<file path="src/design/otp_cfg_defines.svh">
`ifndef OTP_CFG_DEFINES_SVH
`define OTP_CFG_DEFINES_SVH

// OTP configuration window on the APB map.
`define OTP_CFG_BASE        32'h0000_0080
`define OTP_CFG_FIRST       32'h0000_0014
`define OTP_CFG_LAST        32'h0000_002D
`define OTP_CFG_WIN_SIZE    (`OTP_CFG_LAST - `OTP_CFG_FIRST + 32'd1)

// Register offsets above the window base.
`define OTP_VPRE_1_OFS      32'h0000_0014
`define OTP_VPRE_2_OFS      32'h0000_0015
`define OTP_VPRE_3_OFS      32'h0000_0016
`define OTP_BOOST_1_OFS     32'h0000_0017
`define OTP_BOOST_2_OFS     32'h0000_0018
`define OTP_BOOST_3_OFS     32'h0000_0019
`define OTP_LDO_OFS         32'h0000_0020
`define OTP_SEQ_1_OFS       32'h0000_0021
`define OTP_SEQ_2_OFS       32'h0000_0022
`define OTP_SEQ_3_OFS       32'h0000_0023

// Register byte width and index width.
`define OTP_CFG_DATA_W      8
`define OTP_CFG_IDX_W       5

`endif
</file>
<file path="src/design/otp_cfg_pkg.sv">
`default_nettype none

`include "otp_cfg_defines.svh"

package otp_cfg_pkg;

    // APB address as seen on paddr.
    typedef logic [31:0] apb_addr_t;

    // One configuration register or APB data byte.
    typedef logic [`OTP_CFG_DATA_W-1:0] cfg_byte_t;

    // Register index, offset minus the first register offset.
    typedef logic [`OTP_CFG_IDX_W-1:0] reg_idx_t;

    // Voltage or slope trim code.
    typedef logic [5:0] trim6_t;

    // Option code for current limits, slew rate, on-time and DVS.
    typedef logic [1:0] sel2_t;

    // Sequencing slot or LDO voltage code.
    typedef logic [2:0] slot3_t;

endpackage

`default_nettype wire

</file>
<file path="src/design/cfg_bus_if.sv">
`timescale 1ns/100ps
`default_nettype none

interface cfg_bus_if;
    import otp_cfg_pkg::*;

    logic      hit;   // Access falls inside the OTP window.
    logic      wr_en; // Write commits at the next clock edge.
    reg_idx_t  idx;
    cfg_byte_t wdata;

    modport decoder (
        output hit,
        output wr_en,
        output idx,
        output wdata
    );

    modport bank (
        input wr_en,
        input idx,
        input wdata
    );

    modport readback (
        input hit,
        input idx
    );

endinterface

`default_nettype wire

</file>
<file path="src/design/otp_cfg_top.sv">
`timescale 1ns/100ps
`default_nettype none

module otp_cfg_top (
    input  wire                    clk,
    input  wire                    rst_n,
    input  wire                    psel,
    input  wire                    penable,
    input  wire                    pwrite,
    input  otp_cfg_pkg::apb_addr_t paddr,
    input  otp_cfg_pkg::cfg_byte_t pwdata,
    output otp_cfg_pkg::cfg_byte_t prdata,
    output otp_cfg_pkg::trim6_t    vprev,
    output otp_cfg_pkg::trim6_t    vpresc,
    output otp_cfg_pkg::sel2_t     vpresrhs,
    output otp_cfg_pkg::sel2_t     vpreilim,
    output logic [3:0]             vbstv,
    output logic                   vpre_mode,
    output logic [4:0]             vbstsc,
    output otp_cfg_pkg::sel2_t     vbsttontime,
    output logic                   boosten,
    output otp_cfg_pkg::sel2_t     vbstsr,
    output otp_cfg_pkg::slot3_t    ldo1v,
    output logic                   ldo1ilim,
    output otp_cfg_pkg::slot3_t    ldo2v,
    output logic                   ldo2ilim,
    output otp_cfg_pkg::slot3_t    vb1s,
    output otp_cfg_pkg::slot3_t    vb2s,
    output otp_cfg_pkg::slot3_t    ldo1s,
    output otp_cfg_pkg::slot3_t    ldo2s,
    output otp_cfg_pkg::slot3_t    vb3s,
    output logic                   tslot,
    output otp_cfg_pkg::sel2_t     dvs_buck3,
    output otp_cfg_pkg::sel2_t     dvs_buck12
);
    import otp_cfg_pkg::*;

    cfg_byte_t vpre1_rb;
    cfg_byte_t vpre2_rb;
    cfg_byte_t vpre3_rb;
    cfg_byte_t boost1_rb;
    cfg_byte_t boost2_rb;
    cfg_byte_t boost3_rb;
    cfg_byte_t ldo_rb;
    cfg_byte_t seq1_rb;
    cfg_byte_t seq2_rb;
    cfg_byte_t seq3_rb;

    cfg_bus_if cfg_bus ();

    apb_cfg_decoder decoder_i (
        .psel(psel), .penable(penable), .pwrite(pwrite),
        .paddr(paddr), .pwdata(pwdata), .bus(cfg_bus.decoder)
    );

    converter_cfg_regs converter_i (
        .clk(clk), .rst_n(rst_n), .bus(cfg_bus.bank),
        .vprev(vprev), .vpresc(vpresc), .vpresrhs(vpresrhs), .vpreilim(vpreilim),
        .vbstv(vbstv), .vpre_mode(vpre_mode), .vbstsc(vbstsc),
        .vbsttontime(vbsttontime), .boosten(boosten), .vbstsr(vbstsr),
        .vpre1_rb(vpre1_rb), .vpre2_rb(vpre2_rb), .vpre3_rb(vpre3_rb),
        .boost1_rb(boost1_rb), .boost2_rb(boost2_rb), .boost3_rb(boost3_rb)
    );

    sequencer_cfg_regs sequencer_i (
        .clk(clk), .rst_n(rst_n), .bus(cfg_bus.bank),
        .ldo1v(ldo1v), .ldo1ilim(ldo1ilim), .ldo2v(ldo2v), .ldo2ilim(ldo2ilim),
        .vb1s(vb1s), .vb2s(vb2s), .ldo1s(ldo1s), .ldo2s(ldo2s),
        .vb3s(vb3s), .tslot(tslot), .dvs_buck3(dvs_buck3), .dvs_buck12(dvs_buck12),
        .ldo_rb(ldo_rb), .seq1_rb(seq1_rb), .seq2_rb(seq2_rb), .seq3_rb(seq3_rb)
    );

    cfg_read_mux read_mux_i (
        .bus(cfg_bus.readback),
        .vpre1_rb(vpre1_rb), .vpre2_rb(vpre2_rb), .vpre3_rb(vpre3_rb),
        .boost1_rb(boost1_rb), .boost2_rb(boost2_rb), .boost3_rb(boost3_rb),
        .ldo_rb(ldo_rb), .seq1_rb(seq1_rb), .seq2_rb(seq2_rb), .seq3_rb(seq3_rb),
        .prdata(prdata)
    );

endmodule

`default_nettype wire

</file>
<file path="src/design/cfg_read_mux.sv">
`timescale 1ns/100ps
`default_nettype none

`include "otp_cfg_defines.svh"

module cfg_read_mux (
    cfg_bus_if.readback            bus,
    input  otp_cfg_pkg::cfg_byte_t vpre1_rb,
    input  otp_cfg_pkg::cfg_byte_t vpre2_rb,
    input  otp_cfg_pkg::cfg_byte_t vpre3_rb,
    input  otp_cfg_pkg::cfg_byte_t boost1_rb,
    input  otp_cfg_pkg::cfg_byte_t boost2_rb,
    input  otp_cfg_pkg::cfg_byte_t boost3_rb,
    input  otp_cfg_pkg::cfg_byte_t ldo_rb,
    input  otp_cfg_pkg::cfg_byte_t seq1_rb,
    input  otp_cfg_pkg::cfg_byte_t seq2_rb,
    input  otp_cfg_pkg::cfg_byte_t seq3_rb,
    output otp_cfg_pkg::cfg_byte_t prdata
);
    import otp_cfg_pkg::*;

    always_comb begin
        prdata = '0; // Misses, holes and idle bus read zero.
        if (bus.hit) begin
            case (bus.idx)
                reg_idx_t'(`OTP_VPRE_1_OFS - `OTP_CFG_FIRST):  prdata = vpre1_rb;
                reg_idx_t'(`OTP_VPRE_2_OFS - `OTP_CFG_FIRST):  prdata = vpre2_rb;
                reg_idx_t'(`OTP_VPRE_3_OFS - `OTP_CFG_FIRST):  prdata = vpre3_rb;
                reg_idx_t'(`OTP_BOOST_1_OFS - `OTP_CFG_FIRST): prdata = boost1_rb;
                reg_idx_t'(`OTP_BOOST_2_OFS - `OTP_CFG_FIRST): prdata = boost2_rb;
                reg_idx_t'(`OTP_BOOST_3_OFS - `OTP_CFG_FIRST): prdata = boost3_rb;
                reg_idx_t'(`OTP_LDO_OFS - `OTP_CFG_FIRST):     prdata = ldo_rb;
                reg_idx_t'(`OTP_SEQ_1_OFS - `OTP_CFG_FIRST):   prdata = seq1_rb;
                reg_idx_t'(`OTP_SEQ_2_OFS - `OTP_CFG_FIRST):   prdata = seq2_rb;
                reg_idx_t'(`OTP_SEQ_3_OFS - `OTP_CFG_FIRST):   prdata = seq3_rb;
                default: prdata = '0;
            endcase
        end
    end

endmodule

`default_nettype wire

</file>
<file path="src/design/sequencer_cfg_regs.sv">
`timescale 1ns/100ps
`default_nettype none

`include "otp_cfg_defines.svh"

module sequencer_cfg_regs (
    input  wire                    clk,
    input  wire                    rst_n,
    cfg_bus_if.bank                bus,
    output otp_cfg_pkg::slot3_t    ldo1v,
    output logic                   ldo1ilim,
    output otp_cfg_pkg::slot3_t    ldo2v,
    output logic                   ldo2ilim,
    output otp_cfg_pkg::slot3_t    vb1s,
    output otp_cfg_pkg::slot3_t    vb2s,
    output otp_cfg_pkg::slot3_t    ldo1s,
    output otp_cfg_pkg::slot3_t    ldo2s,
    output otp_cfg_pkg::slot3_t    vb3s,
    output logic                   tslot,
    output otp_cfg_pkg::sel2_t     dvs_buck3,
    output otp_cfg_pkg::sel2_t     dvs_buck12,
    output otp_cfg_pkg::cfg_byte_t ldo_rb,
    output otp_cfg_pkg::cfg_byte_t seq1_rb,
    output otp_cfg_pkg::cfg_byte_t seq2_rb,
    output otp_cfg_pkg::cfg_byte_t seq3_rb
);
    import otp_cfg_pkg::*;

    localparam reg_idx_t LDO_IDX   = reg_idx_t'(`OTP_LDO_OFS - `OTP_CFG_FIRST);
    localparam reg_idx_t SEQ_1_IDX = reg_idx_t'(`OTP_SEQ_1_OFS - `OTP_CFG_FIRST);
    localparam reg_idx_t SEQ_2_IDX = reg_idx_t'(`OTP_SEQ_2_OFS - `OTP_CFG_FIRST);
    localparam reg_idx_t SEQ_3_IDX = reg_idx_t'(`OTP_SEQ_3_OFS - `OTP_CFG_FIRST);

    logic wr_ldo;
    logic wr_seq1;
    logic wr_seq2;
    logic wr_seq3;

    assign wr_ldo  = bus.wr_en && (bus.idx == LDO_IDX);
    assign wr_seq1 = bus.wr_en && (bus.idx == SEQ_1_IDX);
    assign wr_seq2 = bus.wr_en && (bus.idx == SEQ_2_IDX);
    assign wr_seq3 = bus.wr_en && (bus.idx == SEQ_3_IDX);

    ////////////////////
    // LDO and sequencing fields
    ////////////////////

    always_ff @(posedge clk or negedge rst_n) begin
        if (!rst_n) begin
            {ldo2ilim, ldo2v, ldo1ilim, ldo1v} <= '0;
            {vb2s, vb1s}                       <= '0;
            {ldo2s, ldo1s}                     <= '0;
            {dvs_buck12, dvs_buck3, tslot, vb3s} <= '0;
        end else begin
            if (wr_ldo) begin
                {ldo2ilim, ldo2v, ldo1ilim, ldo1v} <= bus.wdata; // All eight bits used.
            end
            if (wr_seq1) begin
                {vb2s, vb1s} <= bus.wdata[5:0];
            end
            if (wr_seq2) begin
                {ldo2s, ldo1s} <= bus.wdata[5:0];
            end
            if (wr_seq3) begin
                {dvs_buck12, dvs_buck3, tslot, vb3s} <= bus.wdata;
            end
        end
    end

    assign ldo_rb  = {ldo2ilim, ldo2v, ldo1ilim, ldo1v};
    assign seq1_rb = {2'b00, vb2s, vb1s};   // Top two bits read zero.
    assign seq2_rb = {2'b00, ldo2s, ldo1s};
    assign seq3_rb = {dvs_buck12, dvs_buck3, tslot, vb3s};

endmodule

`default_nettype wire

</file>
<file path="src/design/converter_cfg_regs.sv">
`timescale 1ns/100ps
`default_nettype none

`include "otp_cfg_defines.svh"

module converter_cfg_regs (
    input  wire                    clk,
    input  wire                    rst_n,
    cfg_bus_if.bank                bus,
    output otp_cfg_pkg::trim6_t    vprev,
    output otp_cfg_pkg::trim6_t    vpresc,
    output otp_cfg_pkg::sel2_t     vpresrhs,
    output otp_cfg_pkg::sel2_t     vpreilim,
    output logic [3:0]             vbstv,
    output logic                   vpre_mode,
    output logic [4:0]             vbstsc,
    output otp_cfg_pkg::sel2_t     vbsttontime,
    output logic                   boosten,
    output otp_cfg_pkg::sel2_t     vbstsr,
    output otp_cfg_pkg::cfg_byte_t vpre1_rb,
    output otp_cfg_pkg::cfg_byte_t vpre2_rb,
    output otp_cfg_pkg::cfg_byte_t vpre3_rb,
    output otp_cfg_pkg::cfg_byte_t boost1_rb,
    output otp_cfg_pkg::cfg_byte_t boost2_rb,
    output otp_cfg_pkg::cfg_byte_t boost3_rb
);
    import otp_cfg_pkg::*;

    localparam reg_idx_t VPRE_1_IDX  = reg_idx_t'(`OTP_VPRE_1_OFS - `OTP_CFG_FIRST);
    localparam reg_idx_t VPRE_2_IDX  = reg_idx_t'(`OTP_VPRE_2_OFS - `OTP_CFG_FIRST);
    localparam reg_idx_t VPRE_3_IDX  = reg_idx_t'(`OTP_VPRE_3_OFS - `OTP_CFG_FIRST);
    localparam reg_idx_t BOOST_1_IDX = reg_idx_t'(`OTP_BOOST_1_OFS - `OTP_CFG_FIRST);
    localparam reg_idx_t BOOST_2_IDX = reg_idx_t'(`OTP_BOOST_2_OFS - `OTP_CFG_FIRST);
    localparam reg_idx_t BOOST_3_IDX = reg_idx_t'(`OTP_BOOST_3_OFS - `OTP_CFG_FIRST);

    logic wr_vpre1;
    logic wr_vpre2;
    logic wr_vpre3;
    logic wr_boost1;
    logic wr_boost2;
    logic wr_boost3;

    assign wr_vpre1  = bus.wr_en && (bus.idx == VPRE_1_IDX);
    assign wr_vpre2  = bus.wr_en && (bus.idx == VPRE_2_IDX);
    assign wr_vpre3  = bus.wr_en && (bus.idx == VPRE_3_IDX);
    assign wr_boost1 = bus.wr_en && (bus.idx == BOOST_1_IDX);
    assign wr_boost2 = bus.wr_en && (bus.idx == BOOST_2_IDX);
    assign wr_boost3 = bus.wr_en && (bus.idx == BOOST_3_IDX);

    ////////////////////
    // Pre-regulator fields
    ////////////////////

    always_ff @(posedge clk or negedge rst_n) begin
        if (!rst_n) begin
            vprev    <= '0;
            vpresc   <= '0;
            vpresrhs <= '0;
            vpreilim <= '0;
        end else begin
            if (wr_vpre1) begin
                vprev <= bus.wdata[5:0];
            end
            if (wr_vpre2) begin
                vpresc <= bus.wdata[5:0];
            end
            if (wr_vpre3) begin
                vpresrhs <= bus.wdata[1:0];
                vpreilim <= bus.wdata[7:6]; // Bits 5:2 are not stored.
            end
        end
    end

    ////////////////////
    // Boost fields
    ////////////////////

    always_ff @(posedge clk or negedge rst_n) begin
        if (!rst_n) begin
            vbstv       <= '0;
            vpre_mode   <= 1'b0;
            vbstsc      <= '0;
            vbsttontime <= '0;
            boosten     <= 1'b0;
            vbstsr      <= '0;
        end else begin
            if (wr_boost1) begin
                vbstv     <= bus.wdata[3:0];
                vpre_mode <= bus.wdata[5];
            end
            if (wr_boost2) begin
                vbstsc      <= bus.wdata[4:0];
                vbsttontime <= bus.wdata[6:5];
                boosten     <= bus.wdata[7];
            end
            if (wr_boost3) begin
                vbstsr <= bus.wdata[1:0];
            end
        end
    end

    // Unused bits read back as zero.
    assign vpre1_rb  = {2'b00, vprev};
    assign vpre2_rb  = {2'b00, vpresc};
    assign vpre3_rb  = {vpreilim, 4'b0000, vpresrhs};
    assign boost1_rb = {2'b00, vpre_mode, 1'b0, vbstv};
    assign boost2_rb = {boosten, vbsttontime, vbstsc};
    assign boost3_rb = {6'b00_0000, vbstsr};

endmodule

`default_nettype wire

</file>
<file path="src/design/apb_cfg_decoder.sv">
`timescale 1ns/100ps
`default_nettype none

`include "otp_cfg_defines.svh"

module apb_cfg_decoder (
    input  wire                    psel,
    input  wire                    penable,
    input  wire                    pwrite,
    input  otp_cfg_pkg::apb_addr_t paddr,
    input  otp_cfg_pkg::cfg_byte_t pwdata,
    cfg_bus_if.decoder             bus
);
    import otp_cfg_pkg::*;

    apb_addr_t win_ofs;
    logic      win_hit;

    ////////////////////
    // Window check
    ////////////////////

    // An address below the window wraps to a large offset and misses.
    assign win_ofs = paddr - (`OTP_CFG_BASE + `OTP_CFG_FIRST);
    assign win_hit = psel && (win_ofs < `OTP_CFG_WIN_SIZE);

    ////////////////////
    // Access to the banks
    ////////////////////

    assign bus.hit   = win_hit;
    assign bus.idx   = win_ofs[`OTP_CFG_IDX_W-1:0];
    assign bus.wr_en = win_hit && pwrite && penable; // Access phase only.
    assign bus.wdata = pwdata;

endmodule

`default_nettype wire

</file>
<file path="config.mk">
export PLATFORM = sky130hd
export DESIGN_NAME = otp_cfg_top
export DESIGN_NICKNAME = d
export VERILOG_FILES = /design/src/design/otp_cfg_pkg.sv /design/src/design/cfg_bus_if.sv /design/src/design/otp_cfg_top.sv /design/src/design/cfg_read_mux.sv /design/src/design/sequencer_cfg_regs.sv /design/src/design/converter_cfg_regs.sv /design/src/design/apb_cfg_decoder.sv
export VERILOG_INCLUDE_DIRS = /design/src /design/src/design
export SDC_FILE = /design/constraint.sdc
export NUM_CORES = 1
export LEC_CHECK = 0
export ABC_AREA = 1
export BUFFER_PORTS_ARGS = -buffer_cell sky130_fd_sc_hd__buf_2
export CAP_MARGIN = 30
export CORE_MARGIN = 2
export CORE_UTILIZATION = 47
export CTS_CLUSTER_SIZE = 8
export DETAILED_ROUTE_END_ITERATION = 8
export PLACE_DENSITY = 0.81
export SYNTH_ARGS = -nofsm -noshare
export SYNTH_HDL_FRONTEND = slang
export SYNTH_SLANG_ARGS = --single-unit
</file>
<file path="constraint.sdc">
create_clock -name clk -period 2.5 [get_ports clk]
set_clock_uncertainty 0.2 [all_clocks]
set_input_delay 0.5 -clock clk [delete_from_list [all_inputs] [get_ports clk]]
set_output_delay 0.5 -clock clk [all_outputs]
set_load 0.03 [all_outputs]
</file>
==> impl_metrics.py, run 1 <==
metrics = {
    "yosys": {
        "yosys.area_share.simple_pct": 47.6,
        "yosysSeqAreaShare_pct": 39.1,
        "synth-edff-count": 0,
        "synth_top_family_by_area": "simple AND/OR/NAND/NOR gates",
        "synthFlopType": "dfrtp_1",
        "synthTopCellsByCount": "nand2_1, nand4_1, nor2_1",
        "netlist_instances": 564,
        "synth_warnings": 0,
        "synth-seq-cells": 59,
        "synth_area_leader_cell": "dfrtp_1",
        "synth_nets": 609,
        "synthMuxAreaShare_pct": 0,
        "synthXorXnorAreaFrac_pct": 0.232,
        "async_flop_share_pct": 100,
        "synth_top_area_share_pct": 39.1,
        "synth.distinct_cells": 30,
        "synthAdderAreaFrac_pct": 0,
        "synth_area_leaders": "dfrtp_1, nand2_1, nand4_1, nor2_1, inv_1",
        "avgSynthCellArea_um2": 6.70,
        "synth_compound_area_share_pct": 6.12,
        "synth.most_common_cell": "nand2_1",
        "synth_area_um2": 3780,
    },
    "sta": {
        "report.final.slew_viol_count": 0,
        "fin_setup_tns_ps": -24330,
        "maxSlewHeadroom_pct": 50.7,
        "max_freq_mhz": 307,
        "worst_pin_slew_ps": 735,
        "setup_ws_ps": -761,
        "min_period_ps": 3260,
        "finalCritPeriodShare_pct": 130,
        "finalHoldViolCount": 0,
        "setup_violations": 67,
        "rsz0062_at_grt": "yes",
    },
    "detailed_routing": {
        "dr_wl_met3_um": 1500,
        "avgViaCountPerCell": 5.88,
        "wl_per_cell_um": 17.6,
        "dr_wl_met2_um": 7200,
        "first_pass_iters": 7,
        "first_iter_violations": 514,
        "drc": 0,
        "totalWireLength_um": 15500,
        "maxUsedRoutingLayer": "met4",
        "ant_nets": 0,
        "via_count": 5171,
        "wl_met1_um": 6060,
    },
    "cts": {
        "root_buffer": "clkbuf_8",
        "clockBufferDepth": 2,
        "cts_tree": "done",
        "cts_num_sinks": 59,
        "cts_max_level": 3,
        "clk_pin_slew_ps": 70,
        "cts_buffers": 9,
        "clock_latency_ps": 340,
    },
    "power_and_ir_drop": {
        "p_leak_nw": 3.31,
        "peakVddDrop_mv": 0.508,
        "powerDensity_nw_per_um2": 418,
    },
    "die": {
        "dieHeight_um": 93.7,
        "rows": 32,
        "die_w_um": 93.7,
        "start_util_pct": 48.7,
        "core_um2": 7770,
        "dieArea_um2": 8780,
        "ios": 112,
    },
    "cells_and_area": {
        "diodes": 0,
        "drive_above_1_share_pct": 40.2,
        "fillers": 540,
        "layout.nets": 818,
        "multi_input_area_um2": 2390,
        "fin_area_um2": 5990,
        "stdcell_count": 880,
        "syn_to_final_growth_pct": 58.4,
        "regArea_um2": 1480,
    },
    "worst_setup_path": {
        "cpMaxStageDelayCell": "nor2_4",
        "critPathTopFamily": "simple AND/OR/NAND/NOR gates",
        "rr_worst_depth": 2,
        "cp_max_fo": 8,
        "end_kind": "output pin",
        "critPathLaunchType": "input port",
        "path_buf_inv": 2,
        "max_stage_delay_ps": 250,
        "crit_type": "in2out",
        "worstSetupStartpoint": "paddr[8]",
        "worstPathRequired_ps": 1800,
        "crit_arrival_ps": 2560,
        "crit_cells": 15,
        "r2r-start": "converter_i.vpresc[0]",
        "crit_top_cell": "nand2_1",
        "worstPathCellList": "buf_8 > nor2_4 > nand2_2 > nor2_2 > nand3_1 > nand2_1 > nand2_1 > nor2_1 > nand2_1 > nor2_2 > nand3_2 > nor2_4 > nand2_8 > o21ai_4 > buf_6",
    },
    "place": {
        "place_worst_setup_slack_ps": -843,
        "portBuffers": 111,
        "routabilityCongestion": 0.956,
        "postPlaceCellArea_um2": 5270,
        "dpl.hpwl_um": 10900,
        "dp_cells": 850,
    },
    "global_routing": {
        "antenna_found_initial": 0,
        "grt_max_degree": 35,
        "grt_pass1_vias": 4980,
        "grt_pass1_wl_um": 24600,
        "overflow": 0,
        "grt.total_usage_pct": 36.0,
    },
    "status": {
        "outcome": "complete, but fails checks",
        "violations": "setup timing",
    },
    "worst_hold_path": {
        "hold_start": "pwdata[6]",
        "hold_path.class": "in2reg",
        "hold_depth": 3,
    },
    "job": {
        "cap_violations": 0,
    },
}
[worst register-to-register path, cell delays in order, from the launching register on]
cell and delay [ps]:
dfrtp_1 410, nand2_1 100, nand2_1 70
[registers in the layout, summed over array words and instances (netlist names)]
name                     flops
converter_i.vpresc           6
converter_i.vprev            6
converter_i.vbstsc           5
converter_i.vbstv            4
sequencer_i.ldo1s            3
sequencer_i.ldo1v            3
sequencer_i.ldo2s            3
sequencer_i.ldo2v            3
sequencer_i.vb1s             3
sequencer_i.vb2s             3
sequencer_i.vb3s             3
converter_i.vbstsr           2
converter_i.vbsttontime      2
converter_i.vpreilim         2
converter_i.vpresrhs         2
sequencer_i.dvs_buck12       2
sequencer_i.dvs_buck3        2
converter_i.boosten          1
converter_i.vpre_mode        1
sequencer_i.ldo1ilim         1
sequencer_i.ldo2ilim         1
sequencer_i.tslot            1
[cell usage in the layout, fill, tap and decap left out, types with 2 or more instances in the layout]
| cell type | instances |
|---|---|
| a2111oi_0 | 2 |
| a221oi_1 | 3 |
| a22o_1 | 10 |
| a32o_1 | 3 |
| and2_1 | 2 |
| buf_12 | 2 |
| buf_2 | 94 |
| buf_4 | 103 |
| buf_6 | 22 |
| bufinv_16 | 4 |
| clkbuf_8 | 10 |
| clkinv_1 | 4 |
| dfrtp_1 | 59 |
| inv_1 | 33 |
| inv_2 | 2 |
| inv_4 | 2 |
| nand2_1 | 203 |
| nand2_2 | 17 |
| nand2_4 | 5 |
| nand3_1 | 18 |
| nand3_2 | 6 |
| nand3_4 | 2 |
| nand4_1 | 77 |
| nor2_1 | 36 |
| nor2_2 | 18 |
| nor2_4 | 17 |
| nor3_1 | 3 |
| o21ai_1 | 3 |
| o21ai_4 | 4 |
[per-stage QoR]
| stage | total power [mW] | utilization [%] | hold WS, ps |
|---|---|---|---|
| 3_3_place_gp | 1.26 | 67.8 | 226 |
| 3_5_place_dp | 1.26 | 67.8 | 230 |
| 6_report | 2.50 | 77.1 | 275 |
| 4_1_cts | 2.47 | 76.0 | 256 |
| 5_1_grt | 2.58 | 77.1 | 271 |
| 2_1_floorplan | 1.08 | - | 4.41 |
[layer usage]
layer  vias to the layer above  GRT usage, %
met5                         -             0
met4                         0          15.5
met3                        89          6.98
met2                       354          57.1
met1                      2406          48.0
li1                       2322             -
[what timing repair did]
action                                  in CTS  in global routing
hold buffers                                 1                  0
setup buffers                               14                  2
endpoints found under the setup margin      67                 67
pin swaps                                   42                 13
cloned                                       1                  0
resized for setup                           84                 22
hold endpoints to repair                    16                  0
[path summary, 6_finish.rpt]
path / endpoint / slack, ps
worst max-delay path: prdata[2] / -760
worst min-delay path: sequencer_i.ldo2v[2] / 270
worst max register to register: converter_i.vpresc[0] / 1600
worst min register to register: sequencer_i.tslot / 300
max in group asynchronous: sequencer_i.ldo2s[0] / 1060
min in group asynchronous: converter_i.vprev[2] / 390
[kinds of logic after synthesis]
group           count (synthesis)
compound gates                 30
xor+xnor                        1
buf+inv                        67
flops                          59
simple gates                  407
[layout make-up]
cell class / count / area share [%]
Clock buffer: 10 / 2.30
Clock inverter: 6 / 2.28
Inverter: 41 / 2.65
Multi-Input combinational cell: 439 / 40.0
Sequential cell: 59 / 24.7
Tap cell: 102 / 2.13
Timing Repair Buffer: 223 / 26.0
[power breakdown]
part           total [mW]  internal [mW]  switching [mW]
clock                1.19          0.792           0.396
combinational       0.359          0.144           0.215
sequential          0.954          0.954   0.00000000323
total                2.50           1.89           0.611
(Power assumes the default switching activity.)
==> inputs of run 2 (changes only) <==
--- a/config.mk
+++ b/config.mk
@@ -13,7 +13,9 @@
 export CORE_UTILIZATION = 47
 export CTS_CLUSTER_SIZE = 8
 export DETAILED_ROUTE_END_ITERATION = 8
+export MAX_ROUTING_LAYER = met4
 export PLACE_DENSITY = 0.81
+export SETUP_SLACK_MARGIN = 0.15
 export SYNTH_ARGS = -nofsm -noshare
 export SYNTH_HDL_FRONTEND = slang
 export SYNTH_SLANG_ARGS = --single-unit
==> run 2 against run 1 <==
Effect of this change: the run still ends with setup timing left; critical path depth rose by 1; clock power decreased by 20%; critical endpoint is now prdata[5]; setup slack better by 15 ps; design area shrank 0.65%; flip-flop and latch count did not move; sequential power about the same; critical path type unchanged; hold slack lost 23 ps; first-iteration DRC count rose by 3.1%; wire length is 2.5% lower; die area unchanged; via count decreased by 0.66%; final cell count down 0.45%.
==> impl_metrics.py, run 2 (same netlist as run 1, synthesis figures left out) <==
metrics = {
    "worst_setup_path": {
        "end_kind": "output pin",
        "rr_worst_depth": 2,
        "r2r_slack_ps": 1610,
        "crit_arrival_ps": 2550,
        "r2r-start": "converter_i.vpresc[5]",
        "crit_top_cell": "nor2_4",
        "crit_type": "in2out",
        "critPathTopFamily": "simple AND/OR/NAND/NOR gates",
        "cpMaxStageDelayCell": "nor2_4",
        "cp_max_fo": 8,
        "worstPathRequired_ps": 1800,
        "r2r_end": "converter_i.vpresc[5]",
        "path_buf_inv": 4,
        "critPathLaunchType": "input port",
        "max_stage_delay_ps": 260,
        "worstPathCellList": "buf_2 > inv_2 > nor2_4 > nand3_4 > buf_4 > nand2_2 > nand2_1 > nand3_2 > nor2_4 > nand2_1 > nor2_2 > nand3_2 > nor2_4 > nand2_8 > o21ai_4 > buf_6",
    },
    "sta": {
        "maxSlewHeadroom_pct": 63.4,
        "finalCritPeriodShare_pct": 130,
        "rsz0062_at_grt": "yes",
        "finalHoldViolCount": 0,
        "min_period_ps": 3250,
        "setup_ws_ps": -746,
        "report.final.slew_viol_count": 0,
        "fin_setup_tns_ps": -8200,
        "hold_slack_ps": 251,
        "max_freq_mhz": 308,
        "worst_pin_slew_ps": 548,
        "setup_violations": 64,
    },
    "power_and_ir_drop": {
        "switchingPower_uw": 602,
        "peakVddDrop_mv": 0.350,
        "combPwrFrac_pct": 15.3,
        "seqPwrFrac_pct": 42.3,
        "clkPwrFrac_pct": 42.4,
        "intPower_mw": 1.65,
        "powerDensity_nw_per_um2": 379,
        "p_leak_nw": 3.27,
        "swShare_pct": 26.7,
        "power.total_mw": 2.25,
    },
    "cells_and_area": {
        "stdcell_count": 876,
        "layout.nets": 814,
        "mostFrequentLayoutCells": "nand2_1, buf_4, buf_2",
        "drive_above_1_share_pct": 39.0,
        "diodes": 0,
        "mostFrequentLayoutCell": "nand2_1",
        "finish.utilization_pct": 76.6,
        "fin_area_um2": 5950,
        "syn_to_final_growth_pct": 57.4,
        "top_regs": "converter_i.vpresc: 6 flops, converter_i.vprev: 6 flops, converter_i.vbstsc: 5 flops",
    },
    "cts": {
        "cts_tree": "done",
        "cts_max_level": 3,
        "clock_latency_ps": 350,
        "cts_buffers": 9,
        "clk_pin_slew_ps": 70,
        "cts_num_sinks": 59,
        "root_buffer": "clkbuf_8",
        "clockBufferDepth": 2,
    },
    "detailed_routing": {
        "wl_per_cell_um": 17.2,
        "first_pass_iters": 5,
        "drc": 0,
        "ant_nets": 0,
        "avgViaCountPerCell": 5.86,
        "first_iter_violations": 530,
        "via_count": 5137,
        "totalWireLength_um": 15100,
    },
    "status": {
        "violations": "setup timing",
        "outcome": "complete, but fails checks",
    },
    "global_routing": {
        "grt_max_degree": 70,
        "grt.total_usage_pct": 34.5,
        "grt_pass1_wl_um": 22800,
        "grt_pass1_vias": 4678,
        "antenna_found_initial": 0,
        "overflow": 0,
    },
    "die": {
        "dieArea_um2": 8780,
        "rows": 32,
        "die_w_um": 93.7,
        "dieHeight_um": 93.7,
        "ios": 112,
        "core_um2": 7770,
        "start_util_pct": 48.7,
    },
    "place": {
        "postPlaceCellArea_um2": 5280,
        "dp_cells": 846,
        "dpl.hpwl_um": 10600,
        "portBuffers": 111,
        "routabilityCongestion": 1.01,
        "place_worst_setup_slack_ps": -795,
    },
    "worst_hold_path": {
        "hold_path.class": "in2reg",
        "min_to": "converter_i.boosten",
        "hold_start": "pwdata[7]",
        "hold_depth": 3,
    },
    "job": {
        "cap_violations": 0,
    },
}
==> run 2: cell types whose count changed in the layout (fill, tap and decap cells not counted), moves of 2 or more <==
cell       previous run  this run
buf_4               103        99
nor2_2               18        16
nand2_1             203       210
bufinv_16             4         2
buf_12                2         7
nand2_2              17        10
buf_6                22        15
==> run 2: how the worst max path moves through the flow <==
stage | from | to | slack [ps] | depth (start not counted)
after CTS | paddr[2] | prdata[4] | -610 | 15
after global routing | paddr[5] | prdata[5] | -830 | 13
after detailed placement | paddr[5] | prdata[2] | -790 | 15
after floorplan | paddr[5] | prdata[2] | -300 | 13
final | paddr[7] | prdata[5] | -750 | 16
after global placement | paddr[5] | prdata[2] | -810 | 15
==> run 2: per-layer routing <==
layer,share of wire (%),wire (um),GRT usage (%)
met1,39,5950,46.4
met2,46,6970,52.4
met3,11,1660,6.90
met4,3.5,527,12.0
met5,0,0,-
==> run 2: final cells by class <==
class | count | area, um^2
Clock buffer | 10 | 128
Clock inverter | 6 | 90.1
Fill cell | 565 | 1820
Inverter | 41 | 161
Multi-Input combinational cell | 438 | 2370
Sequential cell | 59 | 1480
Tap cell | 102 | 128
Timing Repair Buffer | 220 | 1590
==> run 2: worst register-to-register path: stages (launching register included) <==
cell     delay [ps]
dfrtp_1         420
nand2_1          90
nand2_1          70
==> run 2: timing repair <==
item,4_1_cts,5_1_grt
resized for setup,52,45
setup endpoints to repair,67,67
hold endpoints to repair,16,0
pin swaps,22,17
hold buffers,1,0
gates cloned,0,1
buffers inserted,6,6
==> run 2: power groups by stage <==
stage	Sequential, mW	Combinational [mW]	Clock (mW)
finish	0.954	0.345	0.955
global placement	0.972	0.284	0
floorplan	0.973	0.111	0
CTS	0.954	0.309	0.964
detailed placement	0.972	0.288	0
global route	0.954	0.368	1.02
